===== src/hdl/l2_axi_params.svh =====
// ~~~~~~~~~~~~~~~~~~~~~~~~~~~~~~~~~~~~~~~~
// widths fixed at 32-bit address and data, 16-byte cache lines
// ~~~~~~~~~~~~~~~~~~~~~~~~~~~~~~~~~~~~~~~~
`ifndef L2_AXI_PARAMS_SVH
`define L2_AXI_PARAMS_SVH

`define L2_ADDR_W       32
`define L2_DATA_W       32

// low address bits inside one line
`define L2_LINE_OFS_W   4

`define L2_FILL_WORD    32'hABCD1234 // returned for errored read beats

`endif


===== src/hdl/l2_axi_pkg.sv =====
// ~~~~~~~~~~~~~~~~~~~~~~~~~~~~~~~~~~~~~~~~
// only INCR bursts are issued by the bridge
// ~~~~~~~~~~~~~~~~~~~~~~~~~~~~~~~~~~~~~~~~
`default_nettype none

package l2_axi_pkg;

    // xRESP encoding, bit 1 marks an error
    typedef enum logic [1:0] {
        OKAY   = 2'b00,
        EXOKAY = 2'b01,
        SLVERR = 2'b10,
        DECERR = 2'b11
    } axi_resp_t;

    localparam logic [1:0] AXI_BURST_INCR = 2'b01;

endpackage

`default_nettype wire


===== src/hdl/l2_order_if.sv =====
// ~~~~~~~~~~~~~~~~~~~~~~~~~~~~~~~~~~~~~~~~
// clk and rstn are carried for the guard's checks
// ~~~~~~~~~~~~~~~~~~~~~~~~~~~~~~~~~~~~~~~~
`timescale 1ns/10ps
`default_nettype none
`include "l2_axi_params.svh"

interface l2_order_if (input logic clk, input logic rstn);
    logic                  rd_req;  // read pending in idle
    logic [`L2_ADDR_W-1:0] rd_addr;
    logic                  rd_hold;
    logic                  wr_busy; // write channel not idle
    logic [`L2_ADDR_W-1:0] wr_addr;

    modport rd    (output rd_req, rd_addr, input rd_hold);
    modport wr    (output wr_busy, wr_addr);
    modport guard (input clk, rstn, rd_req, rd_addr, wr_busy, wr_addr, output rd_hold);
endinterface

`default_nettype wire


===== src/hdl/l2_axi_bridge.sv =====
// ~~~~~~~~~~~~~~~~~~~~~~~~~~~~~~~~~~~~~~~~
// subordinate must accept INCR bursts with ID 0
// ~~~~~~~~~~~~~~~~~~~~~~~~~~~~~~~~~~~~~~~~
`timescale 1ns/10ps
`default_nettype none
`include "l2_axi_params.svh"

module l2_axi_bridge import l2_axi_pkg::*; (
    input  logic                    clk,
    input  logic                    rstn,
    // L2 read
    input  logic                    l2_rvalid,
    output logic                    l2_raddrOK,
    output logic                    l2_rready,
    input  logic [`L2_ADDR_W-1:0]   l2_raddr,
    output logic [`L2_DATA_W-1:0]   l2_rdata,
    output logic                    l2_rlast,
    output logic                    l2_rerr,
    input  logic [7:0]              l2_rlen,
    input  logic [2:0]              l2_rsize,
    // L2 write
    input  logic                    l2_wvalid,
    input  logic                    l2_wwvalid,
    output logic                    l2_waddrOK,
    output logic                    l2_wready,
    input  logic [`L2_ADDR_W-1:0]   l2_waddr,
    input  logic [`L2_DATA_W-1:0]   l2_wdata,
    input  logic [`L2_DATA_W/8-1:0] l2_wstrb,
    input  logic                    l2_wlast,
    input  logic [7:0]              l2_wlen,
    input  logic [2:0]              l2_wsize,
    output logic                    l2_bvalid,
    output logic                    l2_berr,
    input  logic                    l2_bready,
    // AXI read
    output logic [`L2_ADDR_W-1:0]   araddr,
    output logic                    arvalid,
    input  logic                    arready,
    output logic [7:0]              arlen,
    output logic [2:0]              arsize,
    output logic [1:0]              arburst,
    input  logic [`L2_DATA_W-1:0]   rdata,
    input  axi_resp_t               rresp,
    input  logic                    rvalid,
    output logic                    rready,
    input  logic                    rlast,
    // AXI write
    output logic [`L2_ADDR_W-1:0]   awaddr,
    output logic                    awvalid,
    input  logic                    awready,
    output logic [7:0]              awlen,
    output logic [2:0]              awsize,
    output logic [1:0]              awburst,
    output logic [`L2_DATA_W-1:0]   wdata,
    output logic [`L2_DATA_W/8-1:0] wstrb,
    output logic                    wvalid,
    input  logic                    wready,
    output logic                    wlast,
    input  axi_resp_t               bresp,
    input  logic                    bvalid,
    output logic                    bready
);
    l2_order_if ord_if (.clk(clk), .rstn(rstn));

    assign arburst = AXI_BURST_INCR;
    assign awburst = AXI_BURST_INCR;

    l2_axi_rd_channel rd_channel_i (
        .clk, .rstn,
        .l2_rvalid, .l2_raddrOK, .l2_rready, .l2_raddr, .l2_rdata,
        .l2_rlast, .l2_rerr, .l2_rlen, .l2_rsize,
        .araddr, .arvalid, .arready, .arlen, .arsize,
        .rdata, .rresp, .rvalid, .rready, .rlast,
        .ord        (ord_if)
    );

    l2_axi_wr_channel wr_channel_i (
        .clk, .rstn,
        .l2_wvalid, .l2_wwvalid, .l2_waddrOK, .l2_wready, .l2_waddr,
        .l2_wdata, .l2_wstrb, .l2_wlast, .l2_wlen, .l2_wsize,
        .l2_bvalid, .l2_berr, .l2_bready,
        .awaddr, .awvalid, .awready, .awlen, .awsize,
        .wdata, .wstrb, .wvalid, .wready, .wlast,
        .bresp, .bvalid, .bready,
        .ord        (ord_if)
    );

    l2_rw_order_guard order_guard_i (
        .ord (ord_if) // read-after-write hold
    );

endmodule

`default_nettype wire


===== src/hdl/l2_axi_rd_channel.sv =====
// ~~~~~~~~~~~~~~~~~~~~~~~~~~~~~~~~~~~~~~~~
// one burst at a time, no back-pressure from the L2 on R
// ~~~~~~~~~~~~~~~~~~~~~~~~~~~~~~~~~~~~~~~~
`timescale 1ns/10ps
`default_nettype none
`include "l2_axi_params.svh"

module l2_axi_rd_channel import l2_axi_pkg::*; (
    input  logic                  clk,
    input  logic                  rstn,
    // L2 side
    input  logic                  l2_rvalid,
    output logic                  l2_raddrOK,
    output logic                  l2_rready,
    input  logic [`L2_ADDR_W-1:0] l2_raddr,
    output logic [`L2_DATA_W-1:0] l2_rdata,
    output logic                  l2_rlast,
    output logic                  l2_rerr,
    input  logic [7:0]            l2_rlen,
    input  logic [2:0]            l2_rsize,
    // AR
    output logic [`L2_ADDR_W-1:0] araddr,
    output logic                  arvalid,
    input  logic                  arready,
    output logic [7:0]            arlen,
    output logic [2:0]            arsize,
    // R
    input  logic [`L2_DATA_W-1:0] rdata,
    input  axi_resp_t             rresp,
    input  logic                  rvalid,
    output logic                  rready,
    input  logic                  rlast,
    l2_order_if.rd                ord
);
    localparam logic [1:0] RD_IDLE = 2'd0;
    localparam logic [1:0] RD_ADDR = 2'd1;
    localparam logic [1:0] RD_DATA = 2'd2;

    logic [1:0]            state;
    logic                  start;
    logic                  beat_err;
    logic [`L2_ADDR_W-1:0] addr_q;
    logic [7:0]            len_q;
    logic [2:0]            size_q;

    assign ord.rd_req  = (state == RD_IDLE) && l2_rvalid;
    assign ord.rd_addr = l2_raddr;
    assign start       = ord.rd_req && !ord.rd_hold;

    always_ff @(posedge clk) begin
        if (!rstn) begin
            state <= RD_IDLE;
        end else begin
            case (state)
                RD_IDLE: if (start) state <= RD_ADDR;
                RD_ADDR: if (arready) state <= RD_DATA;
                RD_DATA: if (rvalid && rlast) state <= RD_IDLE;
                default: state <= RD_IDLE;
            endcase
        end
    end

    always_ff @(posedge clk) begin
        if (start) begin
            addr_q <= l2_raddr;
            len_q  <= l2_rlen;
            size_q <= l2_rsize;
        end
    end

    assign araddr  = addr_q;
    assign arlen   = len_q;
    assign arsize  = size_q;
    assign arvalid = (state == RD_ADDR);
    assign rready  = (state == RD_DATA);

    assign beat_err   = (rresp == SLVERR) || (rresp == DECERR);
    assign l2_raddrOK = (state == RD_DATA);
    assign l2_rready  = (state == RD_DATA) && rvalid; // one pulse per beat
    assign l2_rlast   = (state == RD_DATA) && rvalid && rlast;
    assign l2_rerr    = (state == RD_DATA) && rvalid && beat_err;
    assign l2_rdata   = beat_err ? `L2_FILL_WORD : rdata;

    // R beats only for an accepted burst
    r_in_data_a: assert property (@(posedge clk) disable iff (!rstn)
        rvalid |-> (state == RD_DATA));

    // held request must keep its address
    held_addr_stable_a: assert property (@(posedge clk) disable iff (!rstn)
        (state == RD_IDLE) && ord.rd_hold |=> $stable(l2_raddr));

endmodule

`default_nettype wire


===== src/hdl/l2_axi_wr_channel.sv =====
// ~~~~~~~~~~~~~~~~~~~~~~~~~~~~~~~~~~~~~~~~
// W beats pass straight through, L2 paces them with l2_wwvalid
// ~~~~~~~~~~~~~~~~~~~~~~~~~~~~~~~~~~~~~~~~
`timescale 1ns/10ps
`default_nettype none
`include "l2_axi_params.svh"

module l2_axi_wr_channel import l2_axi_pkg::*; (
    input  logic                    clk,
    input  logic                    rstn,
    // L2 side
    input  logic                    l2_wvalid,
    input  logic                    l2_wwvalid,
    output logic                    l2_waddrOK,
    output logic                    l2_wready,
    input  logic [`L2_ADDR_W-1:0]   l2_waddr,
    input  logic [`L2_DATA_W-1:0]   l2_wdata,
    input  logic [`L2_DATA_W/8-1:0] l2_wstrb,
    input  logic                    l2_wlast,
    input  logic [7:0]              l2_wlen,
    input  logic [2:0]              l2_wsize,
    output logic                    l2_bvalid,
    output logic                    l2_berr,
    input  logic                    l2_bready,
    // AW
    output logic [`L2_ADDR_W-1:0]   awaddr,
    output logic                    awvalid,
    input  logic                    awready,
    output logic [7:0]              awlen,
    output logic [2:0]              awsize,
    // W
    output logic [`L2_DATA_W-1:0]   wdata,
    output logic [`L2_DATA_W/8-1:0] wstrb,
    output logic                    wvalid,
    input  logic                    wready,
    output logic                    wlast,
    // B
    input  axi_resp_t               bresp,
    input  logic                    bvalid,
    output logic                    bready,
    l2_order_if.wr                  ord
);
    localparam logic [1:0] WR_IDLE = 2'd0;
    localparam logic [1:0] WR_ADDR = 2'd1;
    localparam logic [1:0] WR_DATA = 2'd2;
    localparam logic [1:0] WR_RESP = 2'd3;

    logic [1:0]            state;
    logic                  start;
    logic                  in_data;
    logic                  in_resp;
    logic [`L2_ADDR_W-1:0] addr_q;  // held until B so the guard sees it
    logic [7:0]            len_q;
    logic [2:0]            size_q;

    assign start   = (state == WR_IDLE) && l2_wvalid;
    assign in_data = (state == WR_DATA);
    assign in_resp = (state == WR_RESP);

    always_ff @(posedge clk) begin
        if (!rstn) begin
            state <= WR_IDLE;
        end else begin
            case (state)
                WR_IDLE: if (start) state <= WR_ADDR;
                WR_ADDR: if (awready) state <= WR_DATA;
                WR_DATA: if (wvalid && wready && wlast) state <= WR_RESP;
                WR_RESP: if (bvalid && l2_bready) state <= WR_IDLE;
                default: state <= WR_IDLE;
            endcase
        end
    end

    always_ff @(posedge clk) begin
        if (start) begin
            addr_q <= l2_waddr;
            len_q  <= l2_wlen;
            size_q <= l2_wsize;
        end
    end

    assign ord.wr_busy = (state != WR_IDLE);
    assign ord.wr_addr = addr_q;

    assign awaddr  = addr_q;
    assign awlen   = len_q;
    assign awsize  = size_q;
    assign awvalid = (state == WR_ADDR);

    assign wdata      = l2_wdata;
    assign wstrb      = l2_wstrb;
    assign wvalid     = in_data && l2_wwvalid;
    assign wlast      = in_data && l2_wlast; // L2 must pair it with l2_wwvalid
    assign l2_wready  = in_data && wready;
    assign l2_waddrOK = in_data;

    assign bready    = in_resp && l2_bready;
    assign l2_bvalid = in_resp && bvalid;
    assign l2_berr   = in_resp && bvalid && ((bresp == SLVERR) || (bresp == DECERR));

    wlast_with_wvalid_a: assert property (@(posedge clk) disable iff (!rstn)
        wlast |-> wvalid);

    // B only after the last W beat
    b_in_resp_a: assert property (@(posedge clk) disable iff (!rstn)
        bvalid |-> in_resp);

endmodule

`default_nettype wire


===== src/hdl/l2_rw_order_guard.sv =====
// ~~~~~~~~~~~~~~~~~~~~~~~~~~~~~~~~~~~~~~~~
// same-line match only, offset bits ignored
// ~~~~~~~~~~~~~~~~~~~~~~~~~~~~~~~~~~~~~~~~
`timescale 1ns/10ps
`default_nettype none
`include "l2_axi_params.svh"

module l2_rw_order_guard (
    l2_order_if.guard ord
);
    localparam int LINE_W = `L2_ADDR_W - `L2_LINE_OFS_W;

    logic [LINE_W-1:0] rd_line;
    logic [LINE_W-1:0] wr_line;
    logic              same_line;

    assign rd_line   = ord.rd_addr[`L2_ADDR_W-1:`L2_LINE_OFS_W];
    assign wr_line   = ord.wr_addr[`L2_ADDR_W-1:`L2_LINE_OFS_W];
    assign same_line = (rd_line == wr_line);

    // read waits for the older write to finish its B
    assign ord.rd_hold = ord.rd_req && ord.wr_busy && same_line;

    // a held read stays pending until released
    hold_keeps_req_a: assert property (@(posedge ord.clk) disable iff (!ord.rstn)
        ord.rd_hold |=> ord.rd_req);

endmodule

`default_nettype wire


===== config.mk =====
export PLATFORM = sky130hd
export DESIGN_NAME = l2_axi_bridge
export DESIGN_NICKNAME = d
export VERILOG_FILES = /design/src/hdl/l2_axi_pkg.sv /design/src/hdl/l2_order_if.sv /design/src/hdl/l2_axi_bridge.sv /design/src/hdl/l2_axi_rd_channel.sv /design/src/hdl/l2_axi_wr_channel.sv /design/src/hdl/l2_rw_order_guard.sv
export VERILOG_INCLUDE_DIRS = /design/src /design/src/hdl
export SDC_FILE = /design/constraint.sdc
export NUM_CORES = 1
export LEC_CHECK = 0
export BUFFER_PORTS_ARGS = -buffer_cell sky130_fd_sc_hd__buf_2
export CORE_AREA = 2 2 131 133
export CTS_CLUSTER_DIAMETER = 60
export CTS_CLUSTER_SIZE = 40
export DETAILED_ROUTE_END_ITERATION = 12
export DIE_AREA = 0 0 133 135
export GPL_TIMING_DRIVEN = 1
export SYNTH_ARGS = -nofsm -noshare
export SYNTH_HDL_FRONTEND = slang
export SYNTH_HIERARCHICAL = 1
export SYNTH_SLANG_ARGS = --single-unit

===== constraint.sdc =====
create_clock -name clk -period 4.9 [get_ports clk]
set_input_delay 0.98 -clock clk [delete_from_list [all_inputs] [get_ports clk]]
set_output_delay 0.98 -clock clk [all_outputs]
set_load 0.01 [all_outputs]

After elaboration in Yosys (flattened, before gate mapping):

Cells that the tools add are included.

* word-level logic and storage cells: 61
* register bits after elaboration: 90

* equal/unequal tests: 17
* mux-type cells: 10
* reductions and logical operators: 26

Operator list (count)
* $mux W32: 1
* $eq A28 B28 Y1: 1
* $logic_and A1 B1 Y1: 18
* $eq A2 B2 Y1 const B: 7
* $mux W2: 7
* $ne A2 B1 Y1 const B: 5
* $pmux W2 S4: 1
* $pmux W2 S3: 1
* $eq A2 B1 Y1 const B: 2
* $logic_not A2 Y1: 2
* $ne A2 B2 Y1 const B: 2
* $reduce_and A4 Y1: 1
* $reduce_and A3 Y1: 1
* $logic_or A1 B1 Y1: 2
* $reduce_bool A2 Y1: 1
* $logic_not A1 Y1: 1

Logic depth before layout (Yosys ltp):

Gate-level depths: netlist of run 1.

* depth in word-level cells: 8
* gate-level depth with buffers: 8
* gate-level depth less buffers: 8

Hierarchy:

Netlist of run 1, hierarchy kept.

Modules (own cells, without submodules)
* l2_axi_wr_channel: area an instance 2018.2 µm², times used 1, cells each 137, seq. area each 1331.3 µm²
* l2_axi_rd_channel: area an instance 1896.8 µm², times used 1, cells each 126, seq. area each 1331.3 µm²
* l2_rw_order_guard: area an instance 312.8 µm², times used 1, cells each 38, seq. area each 0.0 µm²
* l2_axi_bridge: area an instance 37.5 µm², times used 1, cells each 6, seq. area each 0.0 µm²

Worst setup path before layout of run 1:

No wires, ideal clock.

* path type: input port to flip-flop
* start: input l2_raddr[20]
* end: register rd_channel_i.addr_q[0] (netlist: rd_channel_i/araddr[0]) (enable)
* stages on the path: 7
* slack: -87 ps
* data arrival time: 4490 ps
* cell sequence: buf_4 -> xor2_1 -> nor4_1 -> nand4_1 -> nor4_2 -> nand2b_4 -> nor3_1

* longest elaborated chain between the ends: 4

Ends and longest elaborated chain
* start: declaration: line l2_axi_bridge.sv:15 `` input logic [`L2_ADDR_W-1:0] l2_raddr, ``
* $eq A28 B28 Y1: line l2_rw_order_guard.sv:19 `assign same_line = (rd_line == wr_line);`
* $logic_and A1 B1 Y1: line l2_rw_order_guard.sv:22 `assign ord.rd_hold = ord.rd_req && ord.wr_busy && same_line;`
* via ord_if.rd_hold: line l2_order_if.sv:11 `logic rd_hold;`
* $logic_not A1 Y1: line l2_axi_rd_channel.sv:48 `assign start = ord.rd_req && !ord.rd_hold;`
* $logic_and A1 B1 Y1: line l2_axi_rd_channel.sv:48
* via rd_channel_i.start: line l2_axi_rd_channel.sv:40 `logic start;`
* end signal: assignment: line l2_axi_rd_channel.sv:65 `addr_q <= l2_raddr;`
* end: declaration: line l2_axi_rd_channel.sv:42 `` logic [`L2_ADDR_W-1:0] addr_q; ``

The timed path passes the listed nets, and every way through them passes these cells.
A chain may end at the register's enable or synchronous reset.

Worst setup path in the final report of run 1:

* start: input l2_raddr[25]
* end: register rd_channel_i.len_q[1] (netlist: rd_channel_i/arlen[1]) (enable)

* longest elaborated chain between the ends: 4

Ends and longest elaborated chain
* $eq A28 B28 Y1: line l2_rw_order_guard.sv:19
* $logic_and A1 B1 Y1: line l2_rw_order_guard.sv:22
* via ord_if.rd_hold: line l2_order_if.sv:11
* $logic_not A1 Y1: line l2_axi_rd_channel.sv:48
* $logic_and A1 B1 Y1: line l2_axi_rd_channel.sv:48
* via rd_channel_i.start: line l2_axi_rd_channel.sv:40
* end signal: assignment: line l2_axi_rd_channel.sv:66 `len_q <= l2_rlen;`
* end: declaration: line l2_axi_rd_channel.sv:43 `logic [7:0] len_q;`

The timed path passes the listed nets, and every way through them passes these cells.

==> results of run 1 <==
[how the worst min path moves through the flow]
stage	start	endpoint	slack, ps	cells past startpoint
floorplan	wr_channel_i/state[1]	wr_channel_i/state[1]	470	2
global placement	wr_channel_i/state[1]	wr_channel_i/state[1]	490	2
detailed placement	wr_channel_i/state[1]	wr_channel_i/state[1]	510	2
CTS	wr_channel_i/state[1]	wr_channel_i/state[1]	520	2
global route	wr_channel_i/state[1]	wr_channel_i/state[1]	530	2
finish	wr_channel_i/state[1]	wr_channel_i/state[1]	510	2
[final cells by class]
type	instances	share of cell area, %
Tap cell	220	5.08
Inverter	3	0.208
Timing Repair Buffer	266	24.7
Clock buffer	9	4.16
Sequential cell	90	49.1
Clock inverter	7	1.85
Multi-Input combinational cell	108	14.9
[metrics by stage]
stage	setup WS (ps)	cells	cell area, um^2
finish	1910	703	5420
detailed placement	1470	687	5090
global route	1720	703	5420
floorplan	1240	301	4220
global placement	1520	687	5090
CTS	1850	703	5420
[power by group through the flow]
| stage | logic (mW) | registers (mW) | clock network [mW] |
|---|---|---|---|
| finish | 0.465 | 1.06 | 0.749 |
| global route | 0.511 | 1.07 | 0.807 |
| CTS | 0.475 | 1.06 | 0.785 |
| detailed placement | 0.474 | 1.08 | 0 |
| global placement | 0.467 | 1.08 | 0 |
| floorplan | 0.305 | 1.11 | 0 |
[routing by layer]
metal	up-vias	track usage, %	share of wire [%]
met5	-	0	0
met2	169	21.4	52
met4	0	6.39	3.3
met3	31	4.95	10
li1	1281	-	-
met1	1274	12.7	34
[registers in the layout, summed over array words and instances, names as in the netlist]
name / cells
rd_channel_i/araddr: 32
rd_channel_i/arlen: 8
rd_channel_i/arsize: 3
rd_channel_i/state: 2
wr_channel_i/awaddr: 32
wr_channel_i/awlen: 8
wr_channel_i/awsize: 3
wr_channel_i/state: 2
[worst max-delay path: stages]
cell      delay (ps)
buf_2            110
xor2_1           150
nor4_1            70
buf_4            160
nand4_1          110
nor4_2            50
nand2b_4         150
nor3_4           710
buf_4            480
[placed cells by master, fill, tap and decap left out, types with 2 or more instances in the layout]
cell type	n
nor4_1	4
nand2_1	3
xor2_1	19
dfxtp_1	4
or2_1	15
nand4_1	4
buf_2	264
bufinv_16	2
conb_1	4
and2_1	4
xnor2_1	9
ha_1	4
clkbuf_16	9
and3_1	2
and2_2	3
nor2b_1	21
edfxtp_1	86
inv_1	3
buf_4	2
==> impl_summary.log, run 1 <==
[metrics] WHS: 514 ps
[metrics] internal power contribution: 1.64 mW
[metrics] # Max-Cap Violations: 0
[metrics] placement row count: 47
[metrics] setup repair after global routing missed its margin: no
[metrics] post-layout util: 33.0%
[metrics] vias in the first global route: 2931
[metrics] First DRT Iteration DRCs: 73
[metrics] area enclosed by the die boundary: 18000 um^2
[metrics] via count: 2755
[metrics] GRT overflow: 0
[metrics] synthesized area per cell: 14.1 um^2
[metrics] startpoint-to-endpoint class of the critical path: primary input to register
[metrics] final-stage net count: 653
[metrics] multi-input gate area in the final layout: 808 um^2
[metrics] net switching component of the power: 629 uW
[metrics] maximum root-to-sink buffer count: 2
[metrics] total clock sinks: 90
[metrics] sequential group share of total power: 46.6%
[metrics] launching point of the worst reg2reg path: wr_channel_i/awaddr[20]
[metrics] routed length per placed instance: 16.3 um
[metrics] Clk pwr share: 33.0%
[metrics] number of inserted filler cells in the final layout: 1663
[metrics] maximum clock frequency: 334 MHz
[metrics] cell at the root of the clock tree: clkbuf_16
[metrics] number of antenna violations at the first check in global routing: 0
[metrics] FF-to-FF setup slack: 2110 ps
[metrics] element type at the critical path start: primary input
[metrics] worst-margin pin slew: 1030 ps
[metrics] power density over the cells: 420 nW/um^2
[metrics] headroom to the max-slew limit: 31.1%
[metrics] cells resized by post-CTS repair: 0
[metrics] total number of H-tree levels: 3
[metrics] switching fraction of total power: 27.7%
[metrics] relative area change from synthesis to final layout: 28.9%
[metrics] # setup viols final: 0
[metrics] post-route total power: 2.27 mW
[metrics] post-DP HPWL: 9490 um
[metrics] fraction of power consumed by combinational cells: 20.5%
[metrics] total inserted antenna cells: 0
[metrics] Worst Hold Class: register to register
[metrics] clock tree from TritonCTS: done
[metrics] crit path max fanout: 27
[metrics] number of primary I/O pins: 343
[metrics] Critical R2R Capture: rd_channel_i/arlen[1]
[metrics] number of nets still failing antenna checks after routing: 0
[metrics] final number of max-transition violations: 0
[metrics] critical path endpoint category: register
[metrics] Worst Skew: 9.83 ps
[metrics] number of port buffers: 264
[metrics] largest net degree at the start of global routing: 44
[metrics] Seq. cell area: 2660 um^2
[metrics] setup fix buffers added after clock tree synthesis: 0
[metrics] final weighted congestion in routability-driven placement: 0.795
[metrics] number of hold buffers added after CTS: 0
[metrics] fraction of final layout cells with drive strength greater than 1: 60.2%
[metrics] setup TNS after final layout: 0 ps
[metrics] fin crit share: 61.1%
[metrics] global router's overall resource usage: 12.3%
[metrics] run status: completed
[metrics] Peak supply drop: 0.240 mV
[metrics] post-route DRC violation count: 0
[metrics] total wirelength of the detailed-routed design: 11500 um
[metrics] synthesized netlist cell count: 299
[metrics] Synthesis Warnings: 6
[metrics] Clock Latency Late Sink: 340 ps
[metrics] number of iterations in the first detailed-routing pass: 4
[metrics] minimum clock period after layout: 2990 ps
[metrics] vertical die dimension: 135 um
[metrics] Critical path origin: l2_raddr[25]
[metrics] Data arrival, critical path: 2990 ps
[metrics] Std-Cell Core Area: 16400 um^2
[metrics] clock buffer count from CTS: 9
[metrics] capture point of the critical path: rd_channel_i/arlen[1]
[metrics] clock slew at reported path FFs: 60 ps
[metrics] overall die width: 133 um
[metrics] post-synthesis cell area: 4210 um^2
[metrics] drt via density: 3.92
[metrics] Worst EP required: 4900 ps
[metrics] wire length of the first global-routing pass: 16400 um
[metrics] hold violation count in the final report: 0
[metrics] leakage power: 2.40 nW
[metrics] starting density of the core: 25.6%
[metrics] cell count of the worst reg-to-reg path: 8
Power figures use the tool's default switching activity.
==> run 2, diff against run 1 <==
==> constraint.sdc (replaced) <==
create_clock -name clk -period 3 [get_ports clk]
set_input_delay 0.6 -clock clk [delete_from_list [all_inputs] [get_ports clk]]
set_output_delay 0.6 -clock clk [all_outputs]
set_load 0.01 [all_outputs]
==> impl_summary.log, run 2 (synthesis results as in run 1) <==
[metrics] critical path endpoint category: register
[metrics] FF-to-FF setup slack: 690 ps
[metrics] Worst EP required: 3080 ps
[metrics] Seq. cell area: 2660 um^2
[metrics] most frequent cells in the layout: buf_2, edfxtp_1, nor2b_1
[metrics] number of port buffers: 264
[metrics] Clock Latency Late Sink: 340 ps
[metrics] setup fix buffers added after clock tree synthesis: 0
[metrics] total wirelength of the detailed-routed design: 11400 um
[metrics] total clock sinks: 90
[metrics] total inserted antenna cells: 0
[metrics] number of inserted filler cells in the final layout: 1642
[metrics] largest net degree at the start of global routing: 44
[metrics] crit path max fanout: 16
[metrics] Std-Cell Core Area: 16400 um^2
[metrics] # Max-Cap Violations: 0
[metrics] # setup viols final: 0
[metrics] hold violation count in the final report: 0
[metrics] setup TNS after final layout: 0 ps
[metrics] number of iterations in the first detailed-routing pass: 4
[metrics] vertical die dimension: 135 um
[metrics] setup repair after global routing missed its margin: no
[metrics] startpoint-to-endpoint class of the critical path: register to register
[metrics] element type at the critical path start: register
[metrics] most common library cell in the layout ignoring fill and taps: buf_2
[metrics] total met2 wirelength after detailed routing: 5730 um
[metrics] headroom to the max-slew limit: 61.9%
[metrics] multi-input gate area in the final layout: 808 um^2
[metrics] drt via density: 3.94
[metrics] clock buffer count from CTS: 9
[metrics] post-DP HPWL: 9340 um
[metrics] clock slew at reported path FFs: 70 ps
[metrics] number of nets still failing antenna checks after routing: 0
[metrics] Peak supply drop: 0.540 mV
[metrics] met3 WL: 980 um
[metrics] run status: completed
[metrics] area enclosed by the die boundary: 18000 um^2
[metrics] Data arrival, critical path: 2400 ps
[metrics] fin area: 5470 um^2
[metrics] number of primary I/O pins: 343
[metrics] worst-margin pin slew: 571 ps
[metrics] cells resized by post-CTS repair: 0
[metrics] top metal layer carrying routed signals: met4
[metrics] maximum root-to-sink buffer count: 2
[metrics] relative area change from synthesis to final layout: 30.1%
[metrics] overall die width: 133 um
[metrics] leakage power: 2.43 nW
[metrics] final number of max-transition violations: 0
[metrics] wire length of the first global-routing pass: 16300 um
[metrics] routed length per placed instance: 16.1 um
[metrics] fin crit share: 77.1%
[metrics] final weighted congestion in routability-driven placement: 0.828
[metrics] total routed wire length on the met1 layer: 4190 um
[metrics] vias in the first global route: 3015
[metrics] number of hold buffers added after CTS: 0
[metrics] number of antenna violations at the first check in global routing: 1
[metrics] Worst Skew: 6.26 ps
[metrics] post-route DRC violation count: 0
[metrics] total number of H-tree levels: 3
[metrics] clock tree from TritonCTS: done
[metrics] minimum clock period after layout: 2310 ps
[metrics] Placed Instance Area: 5120 um^2
[metrics] power density over the cells: 701 nW/um^2
[metrics] maximum clock frequency: 432 MHz
[metrics] fraction of final layout cells with drive strength greater than 1: 60.4%
[metrics] placement row count: 47
[metrics] First DRT Iteration DRCs: 72
[metrics] starting density of the core: 25.6%
[metrics] final-stage net count: 655
[metrics] cell at the root of the clock tree: clkbuf_16
[metrics] GRT overflow: 0
[metrics] Worst Hold Class: primary input to register
[metrics] global router's overall resource usage: 12.3%
[metrics] via count: 2777
run 2: final timing paths:
path                          startpoint  cells past startpoint                      end
setup / recovery  wr_channel_i/awaddr[8]                      8  rd_channel_i/araddr[28]
hold / removal                l2_wlen[2]                      1    wr_channel_i/awlen[2]
setup reg to reg  wr_channel_i/awaddr[8]                      8  rd_channel_i/araddr[28]
hold reg to reg    wr_channel_i/state[1]                      2    wr_channel_i/state[1]
run 2: critical path, stage by stage (launching register included):
cell and delay, ps:
edfxtp_1 480, xor2_1 200, nor4_1 350, buf_4 200, nand4_1 110, nor4_2 240, nand2b_4 190, nor3_4 50
buf_4 220
run 2: final cells by class:
cell class | count | share of cell area [%]
Clock buffer | 9 | 4.12
Multi-Input combinational cell | 108 | 14.8
Tap cell | 220 | 5.03
Inverter | 3 | 0.206
Sequential cell | 90 | 48.7
Clock inverter | 7 | 2.24
Timing Repair Buffer | 268 | 24.9
run 2: metrics by stage:
step | power [mW] | std cells | hold WS, ps | setup slack (ps) | util, %
CTS | 3.90 | 705 | 406 | 636 | 33.3
finish | 3.84 | 705 | 428 | 686 | 33.3
global route | 4.03 | 705 | 402 | 507 | 33.3
detailed placement | 2.54 | 689 | 502 | 427 | 31.2
floorplan | 2.32 | 301 | 471 | 370 | -
global placement | 2.52 | 689 | 483 | 465 | 31.2
run 2: per-layer routing:
metal  GRT usage, %  vias up
li1               -     1283
met1           13.7     1292
met2           20.5      160
met3           3.87       42
met4           7.89        0
met5              0        -
run 2: power by group:
| group | leakage [nW] | internal [mW] | total [mW] | switching, mW |
|---|---|---|---|---|
| combinational | 1.40 | 0.331 | 0.775 | 0.444 |
| sequential | 0.854 | 1.63 | 1.73 | 0.102 |
| clock | 0.170 | 0.824 | 1.33 | 0.509 |
==> run 3, diff against run 2 <==
==> constraint.sdc (replaced) <==
create_clock -name clk -period 1.9 [get_ports clk]
set_input_delay 0.38 -clock clk [delete_from_list [all_inputs] [get_ports clk]]
set_output_delay 0.38 -clock clk [all_outputs]
set_load 0.01 [all_outputs]
==> impl_summary.log, run 3 (synthesis results as in run 1) <==
[metrics] # Max-Cap Violations: 0
[metrics] number of iterations in the first detailed-routing pass: 4
[metrics] HP Start: l2_waddr[15]
[metrics] Placed Instance Area: 5240 um^2
[metrics] number of gates on the worst path with buffers counted: 8
[metrics] crit path max fanout: 24
[metrics] sequential group share of total power: 47.2%
[metrics] total number of H-tree levels: 3
[metrics] number of inserted filler cells in the final layout: 1655
[metrics] internal power contribution: 4.08 mW
[metrics] post-DP HPWL: 9330 um
[metrics] Clk pwr share: 29.4%
[metrics] startpoint-to-endpoint class of the critical path: register to register
[metrics] global router's overall resource usage: 12.0%
[metrics] number of port buffers: 264
[metrics] area enclosed by the die boundary: 18000 um^2
[metrics] fin crit share: 109%
[metrics] standard cell with the maximum stage delay on the critical path: edfxtp_1
[metrics] Worst Skew: 7.13 ps
[metrics] element type at the critical path start: register
[metrics] switching fraction of total power: 29.0%
[metrics] total clock sinks: 90
[metrics] Std-Cell Core Area: 16400 um^2
[metrics] net switching component of the power: 1.66 mW
[metrics] largest net degree at the start of global routing: 34
[metrics] most common library cell in the layout ignoring fill and taps: buf_2
[metrics] number of buffers and inverters on the critical path: 2
[metrics] Data arrival, critical path: 2160 ps
[metrics] post-route total power: 5.74 mW
[metrics] # setup viols final: 43
[metrics] GRT overflow: 0
[metrics] First DRT Iteration DRCs: 107
[metrics] power density over the cells: 1030 nW/um^2
[metrics] number of hold buffers added after CTS: 0
[metrics] leakage power: 2.47 nW
[metrics] final number of max-transition violations: 0
[metrics] clock slew at reported path FFs: 70 ps
[metrics] multi-input gate area in the final layout: 827 um^2
[metrics] cell type group with the largest total delay on the critical path: simple AND/OR/NAND/NOR gates
[metrics] number of primary I/O pins: 343
[metrics] setup repair after global routing missed its margin: yes
[metrics] most frequent cells in the layout: buf_2, edfxtp_1, nor2b_1
[metrics] fraction of final layout cells with drive strength greater than 1: 62.1%
[metrics] launching point of the worst reg2reg path: wr_channel_i/awaddr[11]
[metrics] starting density of the core: 25.6%
[metrics] Peak supply drop: 0.749 mV
[metrics] clock buffer count from CTS: 9
[metrics] via count: 2734
[metrics] cell at the root of the clock tree: clkbuf_16
[metrics] drt via density: 3.79
[metrics] fraction of power consumed by combinational cells: 23.4%
[metrics] Setup Slack @ Placement: -301 ps
[metrics] number of nets still failing antenna checks after routing: 0
[metrics] Clock Latency Late Sink: 340 ps
[metrics] maximum clock frequency: 483 MHz
[metrics] run status: finished, violations left
[metrics] critical path endpoint category: register
[metrics] number of antenna violations at the first check in global routing: 3
[metrics] fin area: 5560 um^2
[metrics] vias in the first global route: 2830
[metrics] crit-path most repeated cell: nor4_2
[metrics] total wirelength of the detailed-routed design: 11400 um
[metrics] clock tree from TritonCTS: done
[metrics] cell chain of the critical path: xor2_1 -> nor4_2 -> buf_4 -> nand4_1 -> nor4_2 -> nand2b_4 -> nor3_4 -> buf_12
[metrics] Worst EP required: 1990 ps
[metrics] cell count of the worst reg-to-reg path: 8
[metrics] cell count of the worst hold path: 1
[metrics] post-route DRC violation count: 0
[metrics] overall die width: 133 um
[metrics] relative area change from synthesis to final layout: 32.1%
[metrics] maximum root-to-sink buffer count: 2
[metrics] final-stage net count: 669
[metrics] vertical die dimension: 135 um
[metrics] minimum clock period after layout: 2070 ps
[metrics] failing checks: negative setup slack
[metrics] Critical path origin: wr_channel_i/awaddr[11]
[metrics] routed length per placed instance: 15.8 um
[metrics] placement row count: 47
[metrics] Worst Hold Class: primary input to register
[metrics] peak per-stage delay on the critical path: 400 ps
[metrics] Seq. cell area: 2660 um^2
[metrics] Setup WS post-layout: -169 ps
[metrics] final weighted congestion in routability-driven placement: 0.839
[metrics] hold violation count in the final report: 0
[metrics] wire length of the first global-routing pass: 15900 um
[metrics] setup TNS after final layout: -6530 ps
## run 3: cell types whose count changed in the layout (fill, tap and decap cells not counted), sizes merged
cell      delta
buf         +14
bufinv       -3
diode        +3
clkinvlp     +2
clkbuf       +1
## run 3: layer usage
layer / up-vias / GRT usage, % / wire length, um
li1: 1314 / - / -
met4: 0 / 6.09 / 263
met3: 31 / 5.22 / 1160
met5: - / 0 / 0
met2: 164 / 20.1 / 5930
met1: 1225 / 12.9 / 4020
## run 3: path summary, 6_finish.rpt
| path | endpoint | slack, ps |
|---|---|---|
| setup / recovery | rd_channel_i/arlen[3] | -170 |
| hold / removal | wr_channel_i/awaddr[15] | 210 |
| setup reg to reg | rd_channel_i/arlen[3] | -170 |
| hold reg to reg | wr_channel_i/state[1] | 500 |
## run 3: per-stage QoR
step           instances  hold slack [ps]  utilization (%)
2_1_floorplan        301              471                -
3_3_place_gp         702              485             32.0
3_5_place_dp         702              498             32.0
4_1_cts              718              182             33.7
5_1_grt              720              184             33.8
6_report             722              207             33.9
## run 3: area by class of cell
| cell class | instances | share of cell area, % |
|---|---|---|
| Antenna cell | 3 | 0.135 |
| Clock buffer | 10 | 4.12 |
| Clock inverter | 6 | 0.878 |
| Inverter | 3 | 0.203 |
| Multi-Input combinational cell | 108 | 14.9 |
| Sequential cell | 90 | 47.9 |
| Tap cell | 220 | 4.95 |
| Timing Repair Buffer | 282 | 26.9 |
## run 3: power groups by stage
stage | clock network (mW) | logic, mW | registers (mW)
after global routing | 1.86 | 1.47 | 2.74
after CTS | 1.78 | 1.35 | 2.72
after floorplan | 0 | 0.790 | 2.86
final | 1.69 | 1.34 | 2.71
after detailed placement | 0 | 1.34 | 2.76
after global placement | 0 | 1.33 | 2.75
## run 3: repair_timing
action,CTS,global route
buffers inserted,0,1
gates resized for setup,1,2
setup endpoints to repair,44,44
pin swaps,3,2
cloned,0,0
